$ cat src/axist_link_config.svh
`ifndef AXIST_LINK_CONFIG_SVH
`define AXIST_LINK_CONFIG_SVH

// ---------------------------------------------------------------------------
// User side
// ---------------------------------------------------------------------------

`define AXIST_DATA_W       256   // User beat width
`define AXIST_INIT_CREDIT  8     // Remote slots free after reset
`define AXIST_FIFO_AW      2     // Staging FIFO, depth 4

// ---------------------------------------------------------------------------
// PHY side
// ---------------------------------------------------------------------------

`define AXIST_NUM_CH       8     // Channels carrying one beat
`define AXIST_CH_W         40    // Full channel word
`define AXIST_CH_DATA_W    32    // Payload slice per channel

// Strobe repeats on every 8th transmitted word, counted from word 0
`define AXIST_STB_INTV     8

`endif

$ cat src/axist_link_pkg.sv
`include "axist_link_config.svh"

package axist_link_pkg;

   // One beat as seen on the user AXI-ST port
   typedef logic [`AXIST_DATA_W-1:0] user_beat_t;

   // ------------------------------------------------------------------------
   // Channel word layout, push in bit 0
   // ------------------------------------------------------------------------

   typedef struct packed
   {
      logic [`AXIST_CH_W-`AXIST_CH_DATA_W-3:0] spare;   // Bits 39:34, tied low
      logic [`AXIST_CH_DATA_W-1:0]             data;    // Bits 33:2
      logic                                    strobe;  // Bit 1
      logic                                    push;    // Bit 0, valid word
   } ch_word_t;

   // All channels side by side, channel 0 in the low bits
   typedef ch_word_t [`AXIST_NUM_CH-1:0] lane_bus_t;

   // Sized to hold the full initial credit
   typedef logic [$clog2(`AXIST_INIT_CREDIT+1)-1:0] credit_t;

endpackage

$ cat src/axist_lane_framer.sv
`timescale 1ns/1ns

`include "axist_link_config.svh"

module axist_lane_framer
(
   input  logic                       m_wr_clk,
   input  logic                       m_wr_rst_n,
   input  axist_link_pkg::user_beat_t i_rdata,      // FIFO head
   input  logic                       i_empty,
   input  logic [6:0]                 i_sl_tx_transfer_en,   // Follower side enables
   input  logic [6:0]                 i_ms_tx_transfer_en,   // Leader side enables
   output logic                       o_rd,
   output axist_link_pkg::lane_bus_t  o_lane_data
);

   import axist_link_pkg::*;

   localparam int STB_W = $clog2(`AXIST_STB_INTV);

   logic              tx_online;             // Every lane up on both ends
   logic [STB_W-1:0]  wd_cnt;                // Transmitted words mod interval
   logic              stb_now;
   lane_bus_t         lane_nxt;              // Framed beat ahead of the register

   // ------------------------------------------------------------------------
   // Pop control
   // ------------------------------------------------------------------------

   assign tx_online = &{i_sl_tx_transfer_en, i_ms_tx_transfer_en};
   assign o_rd      = tx_online && !i_empty;   // One beat per online cycle

   assign stb_now   = (wd_cnt == '0);

   // ------------------------------------------------------------------------
   // Slice beat across channels
   // ------------------------------------------------------------------------

   always_comb
   begin
      for (int k = 0; k < `AXIST_NUM_CH; k++)
      begin
         lane_nxt[k].spare  = '0;
         lane_nxt[k].data   = i_rdata[k*`AXIST_CH_DATA_W +: `AXIST_CH_DATA_W];   // Slice k
         lane_nxt[k].strobe = stb_now;      // Same strobe on all lanes
         lane_nxt[k].push   = 1'b1;
      end
   end

   // ------------------------------------------------------------------------
   // Output register and word counter
   // ------------------------------------------------------------------------

   always_ff @(posedge m_wr_clk)
   begin
      if (!m_wr_rst_n)
      begin
         o_lane_data <= '0;
         wd_cnt      <= '0;                  // First word carries strobe
      end
      else if (o_rd)
      begin
         o_lane_data <= lane_nxt;
         if (wd_cnt == STB_W'(`AXIST_STB_INTV - 1))
         begin
            wd_cnt <= '0;
         end
         else
         begin
            wd_cnt <= wd_cnt + 1'b1;
         end
      end
      else
      begin
         o_lane_data <= '0;                  // Idle word leaves the count alone
      end
   end

endmodule

$ cat src/axist_link_top.sv
`timescale 1ns/1ns

module axist_link_top
(
   input  logic                       m_wr_clk,
   input  logic                       m_wr_rst_n,
   input  axist_link_pkg::user_beat_t i_user_tdata,
   input  logic                       i_user_tvalid,
   input  logic                       i_credit_return,
   input  logic [6:0]                 i_sl_tx_transfer_en,
   input  logic [6:0]                 i_ms_tx_transfer_en,
   output logic                       o_user_tready,
   output axist_link_pkg::lane_bus_t  o_lane_data
);

   import axist_link_pkg::*;

   user_beat_t  fifo_wdata;                  // Gate to FIFO
   logic        fifo_wr;
   logic        fifo_full;
   user_beat_t  fifo_rdata;                  // FIFO to framer
   logic        fifo_rd;
   logic        fifo_empty;

   // ------------------------------------------------------------------------
   // Producer, buffer, consumer
   // ------------------------------------------------------------------------

   axist_tx_credit_gate u_credit_gate
   (
      .m_wr_clk        (m_wr_clk),
      .m_wr_rst_n      (m_wr_rst_n),
      .i_user_tdata    (i_user_tdata),
      .i_user_tvalid   (i_user_tvalid),
      .i_credit_return (i_credit_return),
      .i_fifo_full     (fifo_full),
      .o_user_tready   (o_user_tready),
      .o_fifo_wdata    (fifo_wdata),
      .o_fifo_wr       (fifo_wr)
   );

   axist_tx_fifo u_tx_fifo
   (
      .m_wr_clk   (m_wr_clk),
      .m_wr_rst_n (m_wr_rst_n),
      .i_wdata    (fifo_wdata),
      .i_wr       (fifo_wr),
      .i_rd       (fifo_rd),
      .o_rdata    (fifo_rdata),
      .o_full     (fifo_full),
      .o_empty    (fifo_empty)
   );

   axist_lane_framer u_lane_framer
   (
      .m_wr_clk            (m_wr_clk),
      .m_wr_rst_n          (m_wr_rst_n),
      .i_rdata             (fifo_rdata),
      .i_empty             (fifo_empty),
      .i_sl_tx_transfer_en (i_sl_tx_transfer_en),
      .i_ms_tx_transfer_en (i_ms_tx_transfer_en),
      .o_rd                (fifo_rd),
      .o_lane_data         (o_lane_data)
   );

endmodule

$ cat src/axist_tx_credit_gate.sv
`timescale 1ns/1ns

`include "axist_link_config.svh"

module axist_tx_credit_gate
(
   input  logic                       m_wr_clk,
   input  logic                       m_wr_rst_n,
   input  axist_link_pkg::user_beat_t i_user_tdata,
   input  logic                       i_user_tvalid,
   input  logic                       i_credit_return,   // One freed remote slot
   input  logic                       i_fifo_full,
   output logic                       o_user_tready,
   output axist_link_pkg::user_beat_t o_fifo_wdata,
   output logic                       o_fifo_wr
);

   import axist_link_pkg::*;

   credit_t credit_cnt;                      // Remote slots still free
   logic    accept;                          // Beat taken this cycle

   // ------------------------------------------------------------------------
   // Handshake
   // ------------------------------------------------------------------------

   assign o_user_tready = (credit_cnt != '0) && !i_fifo_full;   // Need a slot both ends
   assign accept        = i_user_tvalid && o_user_tready;

   assign o_fifo_wr     = accept;            // Write on the accepting edge
   assign o_fifo_wdata  = i_user_tdata;

   // ------------------------------------------------------------------------
   // Credit counter
   // ------------------------------------------------------------------------

   always_ff @(posedge m_wr_clk)
   begin
      if (!m_wr_rst_n)
      begin
         credit_cnt <= credit_t'(`AXIST_INIT_CREDIT);  // Remote buffer empty
      end
      else
      begin
         case ({accept, i_credit_return})
            2'b10:   credit_cnt <= credit_cnt - 1'b1;   // Spend only
            2'b01:   credit_cnt <= credit_cnt + 1'b1;   // Return only
            default: credit_cnt <= credit_cnt;          // Both or neither
         endcase
      end
   end

   // Remote side must never hand back more slots than it was given
   a_credit_bound : assert property (
      @(posedge m_wr_clk) disable iff (!m_wr_rst_n)
      credit_cnt <= credit_t'(`AXIST_INIT_CREDIT)
   );

endmodule

$ cat src/axist_tx_fifo.sv
`timescale 1ns/1ns

`include "axist_link_config.svh"

module axist_tx_fifo
(
   input  logic                       m_wr_clk,
   input  logic                       m_wr_rst_n,
   input  axist_link_pkg::user_beat_t i_wdata,
   input  logic                       i_wr,
   input  logic                       i_rd,
   output axist_link_pkg::user_beat_t o_rdata,      // Head entry, fall-through
   output logic                       o_full,
   output logic                       o_empty
);

   import axist_link_pkg::*;

   localparam int AW    = `AXIST_FIFO_AW;
   localparam int DEPTH = 1 << AW;

   user_beat_t    mem [DEPTH];               // Beat storage
   logic [AW:0]   wr_ptr;                    // MSB is the wrap bit
   logic [AW:0]   rd_ptr;
   logic          do_wr;
   logic          do_rd;

   assign do_wr = i_wr && !o_full;
   assign do_rd = i_rd && !o_empty;

   // ------------------------------------------------------------------------
   // Flags from pointer compare
   // ------------------------------------------------------------------------

   assign o_empty = (wr_ptr == rd_ptr);
   assign o_full  = (wr_ptr[AW] != rd_ptr[AW]) &&
                    (wr_ptr[AW-1:0] == rd_ptr[AW-1:0]);   // Same slot, one lap apart

   assign o_rdata = mem[rd_ptr[AW-1:0]];    // Readable right after the write edge

   // ------------------------------------------------------------------------
   // Storage and pointers
   // ------------------------------------------------------------------------

   always_ff @(posedge m_wr_clk)
   begin
      if (do_wr)
      begin
         mem[wr_ptr[AW-1:0]] <= i_wdata;
      end
   end

   always_ff @(posedge m_wr_clk)
   begin
      if (!m_wr_rst_n)
      begin
         wr_ptr <= '0;
         rd_ptr <= '0;
      end
      else
      begin
         if (do_wr)
         begin
            wr_ptr <= wr_ptr + 1'b1;
         end
         if (do_rd)
         begin
            rd_ptr <= rd_ptr + 1'b1;
         end
      end
   end

   // Framer side must hold off until an entry has landed
   a_no_rd_empty : assert property (
      @(posedge m_wr_clk) disable iff (!m_wr_rst_n)
      i_rd |-> !o_empty
   );

endmodule

$ cat config.mk
export PLATFORM = sky130hd
export DESIGN_NAME = axist_link_top
export DESIGN_NICKNAME = d
export VERILOG_FILES = /design/src/axist_link_pkg.sv /design/src/axist_lane_framer.sv /design/src/axist_link_top.sv /design/src/axist_tx_credit_gate.sv /design/src/axist_tx_fifo.sv
export VERILOG_INCLUDE_DIRS = /design/src
export SDC_FILE = /design/constraint.sdc
export NUM_CORES = 1
export LEC_CHECK = 0
export BUFFER_PORTS_ARGS = -buffer_cell sky130_fd_sc_hd__buf_4
export CORE_MARGIN = 1
export CORE_UTILIZATION = 25
export DETAILED_ROUTE_END_ITERATION = 8
export PLACE_DENSITY = 0.52
export SETUP_SLACK_MARGIN = 0.5
export SLEW_MARGIN = 10
export SYNTH_ARGS = -nofsm -noshare
export SYNTH_HDL_FRONTEND = slang
export SYNTH_SLANG_ARGS = --single-unit
export TNS_END_PERCENT = 1
$ cat constraint.sdc
create_clock -name m_wr_clk -period 18.5 [get_ports m_wr_clk]
set_input_delay 3.7 -clock m_wr_clk [delete_from_list [all_inputs] [get_ports m_wr_clk]]
set_output_delay 3.7 -clock m_wr_clk [all_outputs]
set_load 0.005 [all_outputs]
==> results of run 1 <==
cells in the final DEF, fill, tap and decap left out, types with 3 or more instances in the layout:
cell type | netlist | final
clkbuf_1 | 36 | 39
clkinv_1 | 0 | 14
o21ai_0 | 6 | 6
nand2_1 | 4 | 4
dfxtp_1 | 273 | 271
buf_4 | 65 | 566
a21oi_1 | 8 | 8
and2_1 | 260 | 256
xnor2_1 | 5 | 5
clkbuf_8 | 0 | 14
nor2_1 | 7 | 7
ha_1 | 11 | 11
buf_12 | 0 | 5
inv_6 | 0 | 6
clkinv_8 | 0 | 3
edfxtp_1 | 1024 | 1024
clkinvlp_4 | 0 | 6
and2_4 | 0 | 4
clkbuf_16 | 0 | 142
mux4_2 | 256 | 256
inv_1 | 8 | 8
nand3_1 | 5 | 5
nand4_1 | 3 | 3
bufinv_16 | 0 | 12
clkinv_2 | 0 | 20
conb_1 | 1 | 48
layout make-up:
class / instances / area [um2]
antenna: 2 / 5.00
timing repair buffer: 571 / 4350
clock buffer: 195 / 3890
multi-input combinational: 636 / 8130
sequential: 1297 / 36200
fill: 17200 / 122000
inverter: 8 / 30.0
clock inverter: 67 / 774
tap: 2355 / 2950
final timing paths:
path	slack, ns	to	startpoint	depth (start not counted)
max	11.88	u_tx_fifo.mem[1][81]	i_user_tvalid	6
min	0.50	u_lane_framer.wd_cnt[1]	u_lane_framer.wd_cnt[1]	2
max reg2reg	14.15	u_tx_fifo.mem[1][81]	u_tx_fifo.wr_ptr[0]	5
min reg2reg	0.50	u_lane_framer.wd_cnt[1]	u_lane_framer.wd_cnt[1]	2
worst max-delay path, delay by kind of cell:
kind	cells	cell delay [ns]
buffers and inverters	4	1.73
AO/OA/AOI/OAI	1	0.57
AND/OR/NAND/NOR	1	0.76
cells by family after synthesis:
logic type / after synthesis
buffers and inverters: 159
and+or+nand+nor: 290
muxes: 259
adders and majority gates: 12
xor gates and xnor gates: 7
DFF: 1297
AOI/OAI and AO/OA: 20
other: 1
per-stage QoR:
step	worst slack (ns)	hold slack (ns)	power (uW)	std cells
2_1_floorplan	7.56	0.463	3890	2092
3_3_place_gp	11.05	0.485	4030	4867
3_5_place_dp	10.94	0.490	4040	4867
4_1_cts	11.82	0.498	6870	5129
5_1_grt	11.67	0.514	7020	5129
6_report	11.88	0.498	6750	5131
state kept, by name, indices dropped and copies added (netlist names), named ones only:
signal / count
u_tx_fifo.wr_ptr: 3
u_lane_framer.o_lane_data: 258
u_credit_gate.credit_cnt: 4
u_lane_framer.wd_cnt: 3
u_tx_fifo.mem: 1024
u_tx_fifo.rd_ptr: 3
where the power goes:
group          internal [uW]  switching, uW  leakage (uW)  total, uW
sequential              3450           52.1        0.0116       3510
combinational            173            274       0.00540        447
clock                   1650           1150       0.00227       2800
total                   5280           1470        0.0192       6750
routing by layer:
metal	wire length [um]	part of all wire, %
met5	106	0.11
met4	2790	2.8
met3	5910	5.9
met1	40000	40
met2	51800	51
==> metrics, run 1 <==
status=finished, violations left; violated checks=max-slew violations; first-pass GRT wire length=145000 um; DRC=0; # nets final=slightly below 3000; Final Hold Violating Endpoints=0; vias in the first global route=~22000; share of the synthesized area in the top cell type=68.3%; setup bufs post-CTS=0; deepest clock path buffer count=3; Peak VDD IR=~80 uV; Tmin final=around 6.6 ns; DR iter-0 viols=between 900 and 1000; actual slew at the worst max-slew pin=around 1.6 ns; clk sinks=between 1000 and 1500; WP data required=~19 ns; post-route design area=~56000 um2; worst min path class=reg2reg; PortBufs=between 500 and 600; Initial Utilization=about a quarter; Final setup viols=0; critical path arrival=between 7 and 8 ns; number of flops mapped to enable cells by yosys=slightly above 1000; layout cells sized above 1=between 30% and 40%; Root Buffer=clkbuf_16; placer congestion estimate=about 0.73; power per cell area=between 100 and 150 nW/um2; final wirelength=between 100000 and 150000 um; Synth area leader=edfxtp_1; grt met2 use=18.6%; synth warn=0; CP max stage delay=0.81 ns; die area=~180000 um2; H-Tree Depth=4; Synth Flop Type=edfxtp_1; Post-CTS Hold Fix Bufs=0; fraction of synthesized area in multiplexers=approximately 13%; crit end category=register; # rows=around 160; clk_lat worst skew=~0.8 ns; mapped cell area=45000 um2; Worst Setup Start Kind=input port; dpl hpwl=61500 um; Synth Instances=between 2000 and 2500; register area share after synthesis=roughly four fifths; CTS Buf Count=142; post-route ant nets=0; vias per std cell=between 3 and 4; global route total overflow=0; Area Growth Syn to Fin=25.1%; gr usage total=a little over a tenth; routed via count=between 20000 and 25000; Placeable Area=179000 um2; Synth Area in Adders=less than 1%; Slew HR=-6.78%; Synth Area in Compound Gates=less than 1%; CP Class=in2reg; Slew Viols, Final=43; Synth Area in Simple Gates=4.00%; post-synth cell types=36; M3 GR Usage=3.36%; crit path cell chain=buf_4 > inv_1 > a311oi_2 > and2_4 > buf_4 > buf_4; CTS tree=done; critical path's slowest cell=buf_4; post-route clock period utilization=around 36%; Post-synth top cells=edfxtp_1, dfxtp_1, and2_1, mux4_2, buf_4; DRT Pass-1 Iters=5; met1 Track Usage GR=roughly 13%; chip width=approximately 430 um; Die Y=~430 um; asr flop ratio synth=0%; RSZ-0062 raised after global routing=false; Syn Area/Cell=22.0 um2; largest family of logic cells by synthesized area=multiplexers; clock-pin slew on the worst setup and hold paths=roughly 0.05 ns; Setup TNS=0 ns; largest net degree at the start of global routing=roughly 130; critical path fanouts, max=57; top post-synthesis cells by area=edfxtp_1, mux4_2, dfxtp_1, and2_1, buf_4; dpl cell area=51700 um2; Synth Register Bits=roughly 1300; final core occ=a little under a third; WL/cell=slightly below 20 um; clk_skew=~0.034 ns; busiest grt layer=met2; most common cell in the netlist=edfxtp_1; Static Leak=0.0192 uW; FMAX=151 MHz; antenna violations before repair=8; Max Cap Viol=0; IO Pins=595; cell mode on critical path=buf_4; CTS resizes=0; XOR/XNOR share of the synthesized area=less than 1%
No activity file was read; power rests on OpenSTA's default activity.
==> run 2, diff against run 1 <==
Clock period 18.5 ns to 6.25 ns, I/O delays scaled along.
==> run 2 against run 1 <==
The flow now finishes without violations. Flip-flop and latch count stayed put. First-iteration DRC count is 17% lower. Routed wire length up 3.6%. Worst hold slack improved by 0.0038 ns. Largest power group unchanged.
==> metrics, run 2 (synthesized netlist as in run 1, its figures left out) <==
Peak VDD IR=237 uV; first-pass GRT wire length=~150000 um; # rows=155; WP data required=approximately 5.0 ns; largest net degree at the start of global routing=approximately 170; CP Class=reg2out; commonest non-fill, non-tap cell in the layout=edfxtp_1; power per cell area=roughly 360 nW/um2; Post-Layout Cell Count=5147; final core occ=31.8%; vias in the first global route=about 22000; Static Leak=just under 0.02 uW; CP max stage delay=0.58 ns; clock-pin slew on the worst setup and hold paths=roughly 0.060 ns; crit end category=primary output; worst hold path cell count=2; H-Tree Depth=4; PortBufs=about 550; chip width=~430 um; final wirelength=around 100000 um; crit path cell chain=nor4_1 > a31oi_1 > buf_4; Final Hold Violating Endpoints=0; vias per std cell=4.00; clk_skew=around 0.042 ns; Post-CTS Hold Fix Bufs=0; Setup TNS=0 ns; Total Power=20200 uW; reg2reg path depth=4; CTS Buf Count=roughly 150; # nets final=2947; CTS resizes=0; DRC=0; Tmin final=3.34 ns; status=finished, final reports clean; FMAX=between 200 and 300 MHz; WL/cell=approximately 20 um; DR iter-0 viols=a little over 800; setup bufs post-CTS=0; gr usage total=between 10% and 20%; Cells after DPL=between 4000 and 5000; post-route clock period utilization=between 50% and 60%; clk_lat worst skew=0.78 ns; Worst path depth=3; Placeable Area=roughly 180000 um2; Max Cap Viol=0; routed via count=just over 20000; Area Growth Syn to Fin=26.0%; Initial Utilization=around a quarter; critical path's slowest cell=nor4_1; RSZ-0062 raised after global routing=false; die area=roughly 180000 um2; layout cells sized above 1=37.9%; CTS tree=done; dpl hpwl=roughly 62000 um; global route total overflow=0; Die Y=~430 um; Slew HR=18.8%; Slew Viols, Final=0; Fin Hold WS=0.502 ns; clk sinks=~1300; antenna violations before repair=21; actual slew at the worst max-slew pin=between 1 and 1.5 ns; DRT Pass-1 Iters=4; critical path fanouts, max=4; IO Pins=around 600; worst path bufs/invs=1; critical path arrival=~2.1 ns; Final setup viols=0; worst min path class=reg2reg; CP top delay family=simple AND/OR/NAND/NOR gates; max reg flops=1024; post-route ant nets=0; Worst Setup Start Kind=register; Root Buffer=clkbuf_16; most frequent cells in the layout=edfxtp_1, buf_4, dfxtp_1; placer congestion estimate=between 0.7 and 0.8; deepest clock path buffer count=3
run 2: changes by cell type in the layout (fill, tap and decap cells not counted), sizes merged:
cell	delta
diode	+4
clkbuf	+17
bufinv	-5
run 2: where the power goes:
part,internal (uW),total (uW),switching [uW]
Clock,4980,8520,3540
Combinational,541,1330,791
Sequential,10200,10400,156
Total,15700,20200,4490
run 2: layout make-up:
cell class | instances | area [um2]
fill | 17200 | 122000
sequential | 1297 | 36200
multi-input combinational | 636 | 8130
timing repair buffer | 571 | 4510
clock buffer | 212 | 4150
tap | 2355 | 2950
clock inverter | 62 | 743
inverter | 8 | 30.0
antenna | 6 | 15.0
run 2: routing by layer:
metal / up-vias / track usage, % / wire (um)
li1: 9216 / - / -
met5: - / 0 / 163
met3: 198 / 3.88 / 6500
met1: 10700 / 12.5 / 39400
met2: 499 / 20.2 / 55400
met4: 24 / 3.96 / 2780
run 2: worst paths after layout:
check	endpoint	slack, ns	from
worst min register to register	u_lane_framer.wd_cnt[1]	0.50	u_lane_framer.wd_cnt[1]
worst min-delay path	u_lane_framer.wd_cnt[1]	0.50	u_lane_framer.wd_cnt[1]
worst max-delay path	o_user_tready	2.91	u_credit_gate.credit_cnt[0]
worst max register to register	u_tx_fifo.mem[3][157]	3.06	u_tx_fifo.wr_ptr[0]
run 2: stage by stage:
step,setup WS [ns],cell area (um2)
CTS,2.80,56700
floorplan,-1.96,45200
global placement,2.40,51800
global route,2.81,56700
detailed placement,2.42,51800
finish,2.91,56700
run 2: tightest hold or removal path: stages (launching register included):
cell	delay, ns
dfxtp_1	0.32
o21ai_0	0.07
a21oi_1	0.06
==> run 3, diff against run 2 <==
Clock period 6.25 ns to 3.1 ns, I/O delays scaled along.
==> run 3 against run 2 <==
Non-clock buffer count grew 301. First-iteration DRC count grew 17%. Sequential share of layout area shrank 3.4 points. Cell count grew 5.7%. Via count grew 5.6%. Flip-flop and latch count is the same. Routed wire length grew 1.1%. Clock power grew 100%. Worst hold slack lost 0.34 ns.
==> metrics, run 3 (synthesized netlist as in run 1, its figures left out) <==
hold worst-path end=u_tx_fifo.rd_ptr[2]; clock-pin slew on the worst setup and hold paths=about 0.050 ns; vias in the first global route=~23000; WL/cell=19.4 um; post-route clock period utilization=approximately four fifths; Final setup viols=0; worst min path class=in2reg; routed via count=~22000; CP Class=reg2out; Cells after DPL=about 4900; H-Tree Depth=4; Tmin final=2.44 ns; Total Power=approximately 41000 uW; Post-Layout Cell Count=5441; dpl cell area=around 52000 um2; vias per std cell=between 3 and 4; clk_lat worst skew=0.78 ns; Slew Viols, Final=0; post-route design area=around 60000 um2; area taken by multi-input logic gates=just over 8000 um2; IO Pins=595; fillcell total=roughly 17000; reg2reg path depth=10; Fin Hold WS=~0.16 ns; worst r2r src=u_tx_fifo.wr_ptr[2]; crit end category=primary output; commonest non-fill, non-tap cell in the layout=edfxtp_1; Final Hold Violating Endpoints=0; dpl hpwl=66100 um; post-route ant nets=0; antenna violations before repair=14; setup ws final=0.662 ns; Setup WS pre-CTS=between 0.3 and 0.4 ns; most frequent cells in the layout=edfxtp_1, buf_4, dfxtp_1; die area=182000 um2; Area Growth Syn to Fin=33.1%; Root Buffer=clkbuf_16; DRC=0; worst hold path cell count=3; # rows=~160; cell mode on critical path=buf_4; Worst path depth=4; max reg flops=about 1000; worst path bufs/invs=2; Peak VDD IR=478 uV; clk_skew=approximately 0.023 ns; CTS Buf Count=between 100 and 150; CP max stage delay=0.35 ns; Crit Reg-Reg Endpoint=u_credit_gate.credit_cnt[3]; Placeable Area=about 180000 um2; chip width=~430 um; critical path's slowest cell=dfxtp_2; storage element area=roughly 36000 um2; crit path cell chain=nor4_1 > buf_4 > a31oi_1 > buf_4; deepest clock path buffer count=3; gr usage total=11.5%; Initial Utilization=about a quarter; DR iter-0 viols=943; DRT Pass-1 Iters=4; hold_sp=m_wr_rst_n; FMAX=about 400 MHz; layout cells sized above 1=35.7%; power per cell area=slightly below 700 nW/um2; WP data required=2.48 ns; Die Y=around 430 um; global route total overflow=0; first-pass GRT wire length=approximately 150000 um; critical path arrival=1.82 ns; PortBufs=roughly 550; final wirelength=~110000 um; placer congestion estimate=~0.72; Slew HR=approximately 44%; Static Leak=slightly above 0.02 uW; status=finished, final reports clean; critical path fanouts, max=4; largest net degree at the start of global routing=86; actual slew at the worst max-slew pin=0.843 ns; Worst Setup Start Kind=register; Worst R2R Setup Slack=0.68 ns; # nets final=3245; Max Cap Viol=0; CP top delay family=buffers and inverters; RSZ-0062 raised after global routing=false; clk sinks=between 1000 and 1500; CTS tree=done
## run 3: layout make-up
type | instances | area share (%)
antenna | 6 | 0.0251
clock buffer | 211 | 6.91
clock inverter | 56 | 1.19
inverter | 8 | 0.0626
multi-input combinational | 636 | 13.6
sequential | 1297 | 60.5
tap | 2355 | 4.92
timing repair buffer | 872 | 12.8
## run 3: what timing repair did
action | in CTS | in global routing
buffers inserted | 0 | 0
gates resized for setup | 1 | 8
hold endpoints to repair | 1024 | 0
hold buffers | 256 | 0
endpoints found under the setup margin | 1 | 2
## run 3: routing by layer
metal / track usage [%] / share of wire [%]
met5: 0 / 0.076
met4: 3.90 / 2.8
met3: 3.29 / 5.3
met2: 20.5 / 53
met1: 13.1 / 39
## run 3: through the flow
step	util, %	setup TNS (ns)
CTS	33.5	0
detailed placement	29.4	0
global placement	29.4	0
global route	33.6	0
finish	33.6	0
floorplan	-	-215.46
## run 3: how the worst max path moves through the flow
stage	start	endpoint
CTS	u_tx_fifo.wr_ptr[1]	o_user_tready
global route	u_credit_gate.credit_cnt[0]	o_user_tready
detailed placement	i_ms_tx_transfer_en[1]	u_lane_framer.o_lane_data[127]
global placement	i_ms_tx_transfer_en[1]	u_lane_framer.o_lane_data[182]
floorplan	i_user_tvalid	u_tx_fifo.mem[3][0]
finish	u_credit_gate.credit_cnt[0]	o_user_tready
## run 3: worst reg2reg max path, delay by kind of cell, from the launching register on
family,cells,cell delay (ns)
compound gates,4,0.78
fa+ha+maj,2,0.48
mux,1,0.35
flops,1,0.34
xor+xnor,1,0.21
buf+inv,2,0.16
## run 3: power by group
| part | leakage, uW | internal [uW] | switching, uW |
|---|---|---|---|
| Sequential | 0.0116 | 20600 | 315 |
| Clock | 0.00236 | 10400 | 6900 |
| Combinational | 0.00681 | 1460 | 1750 |
| Total | 0.0208 | 32400 | 8960 |
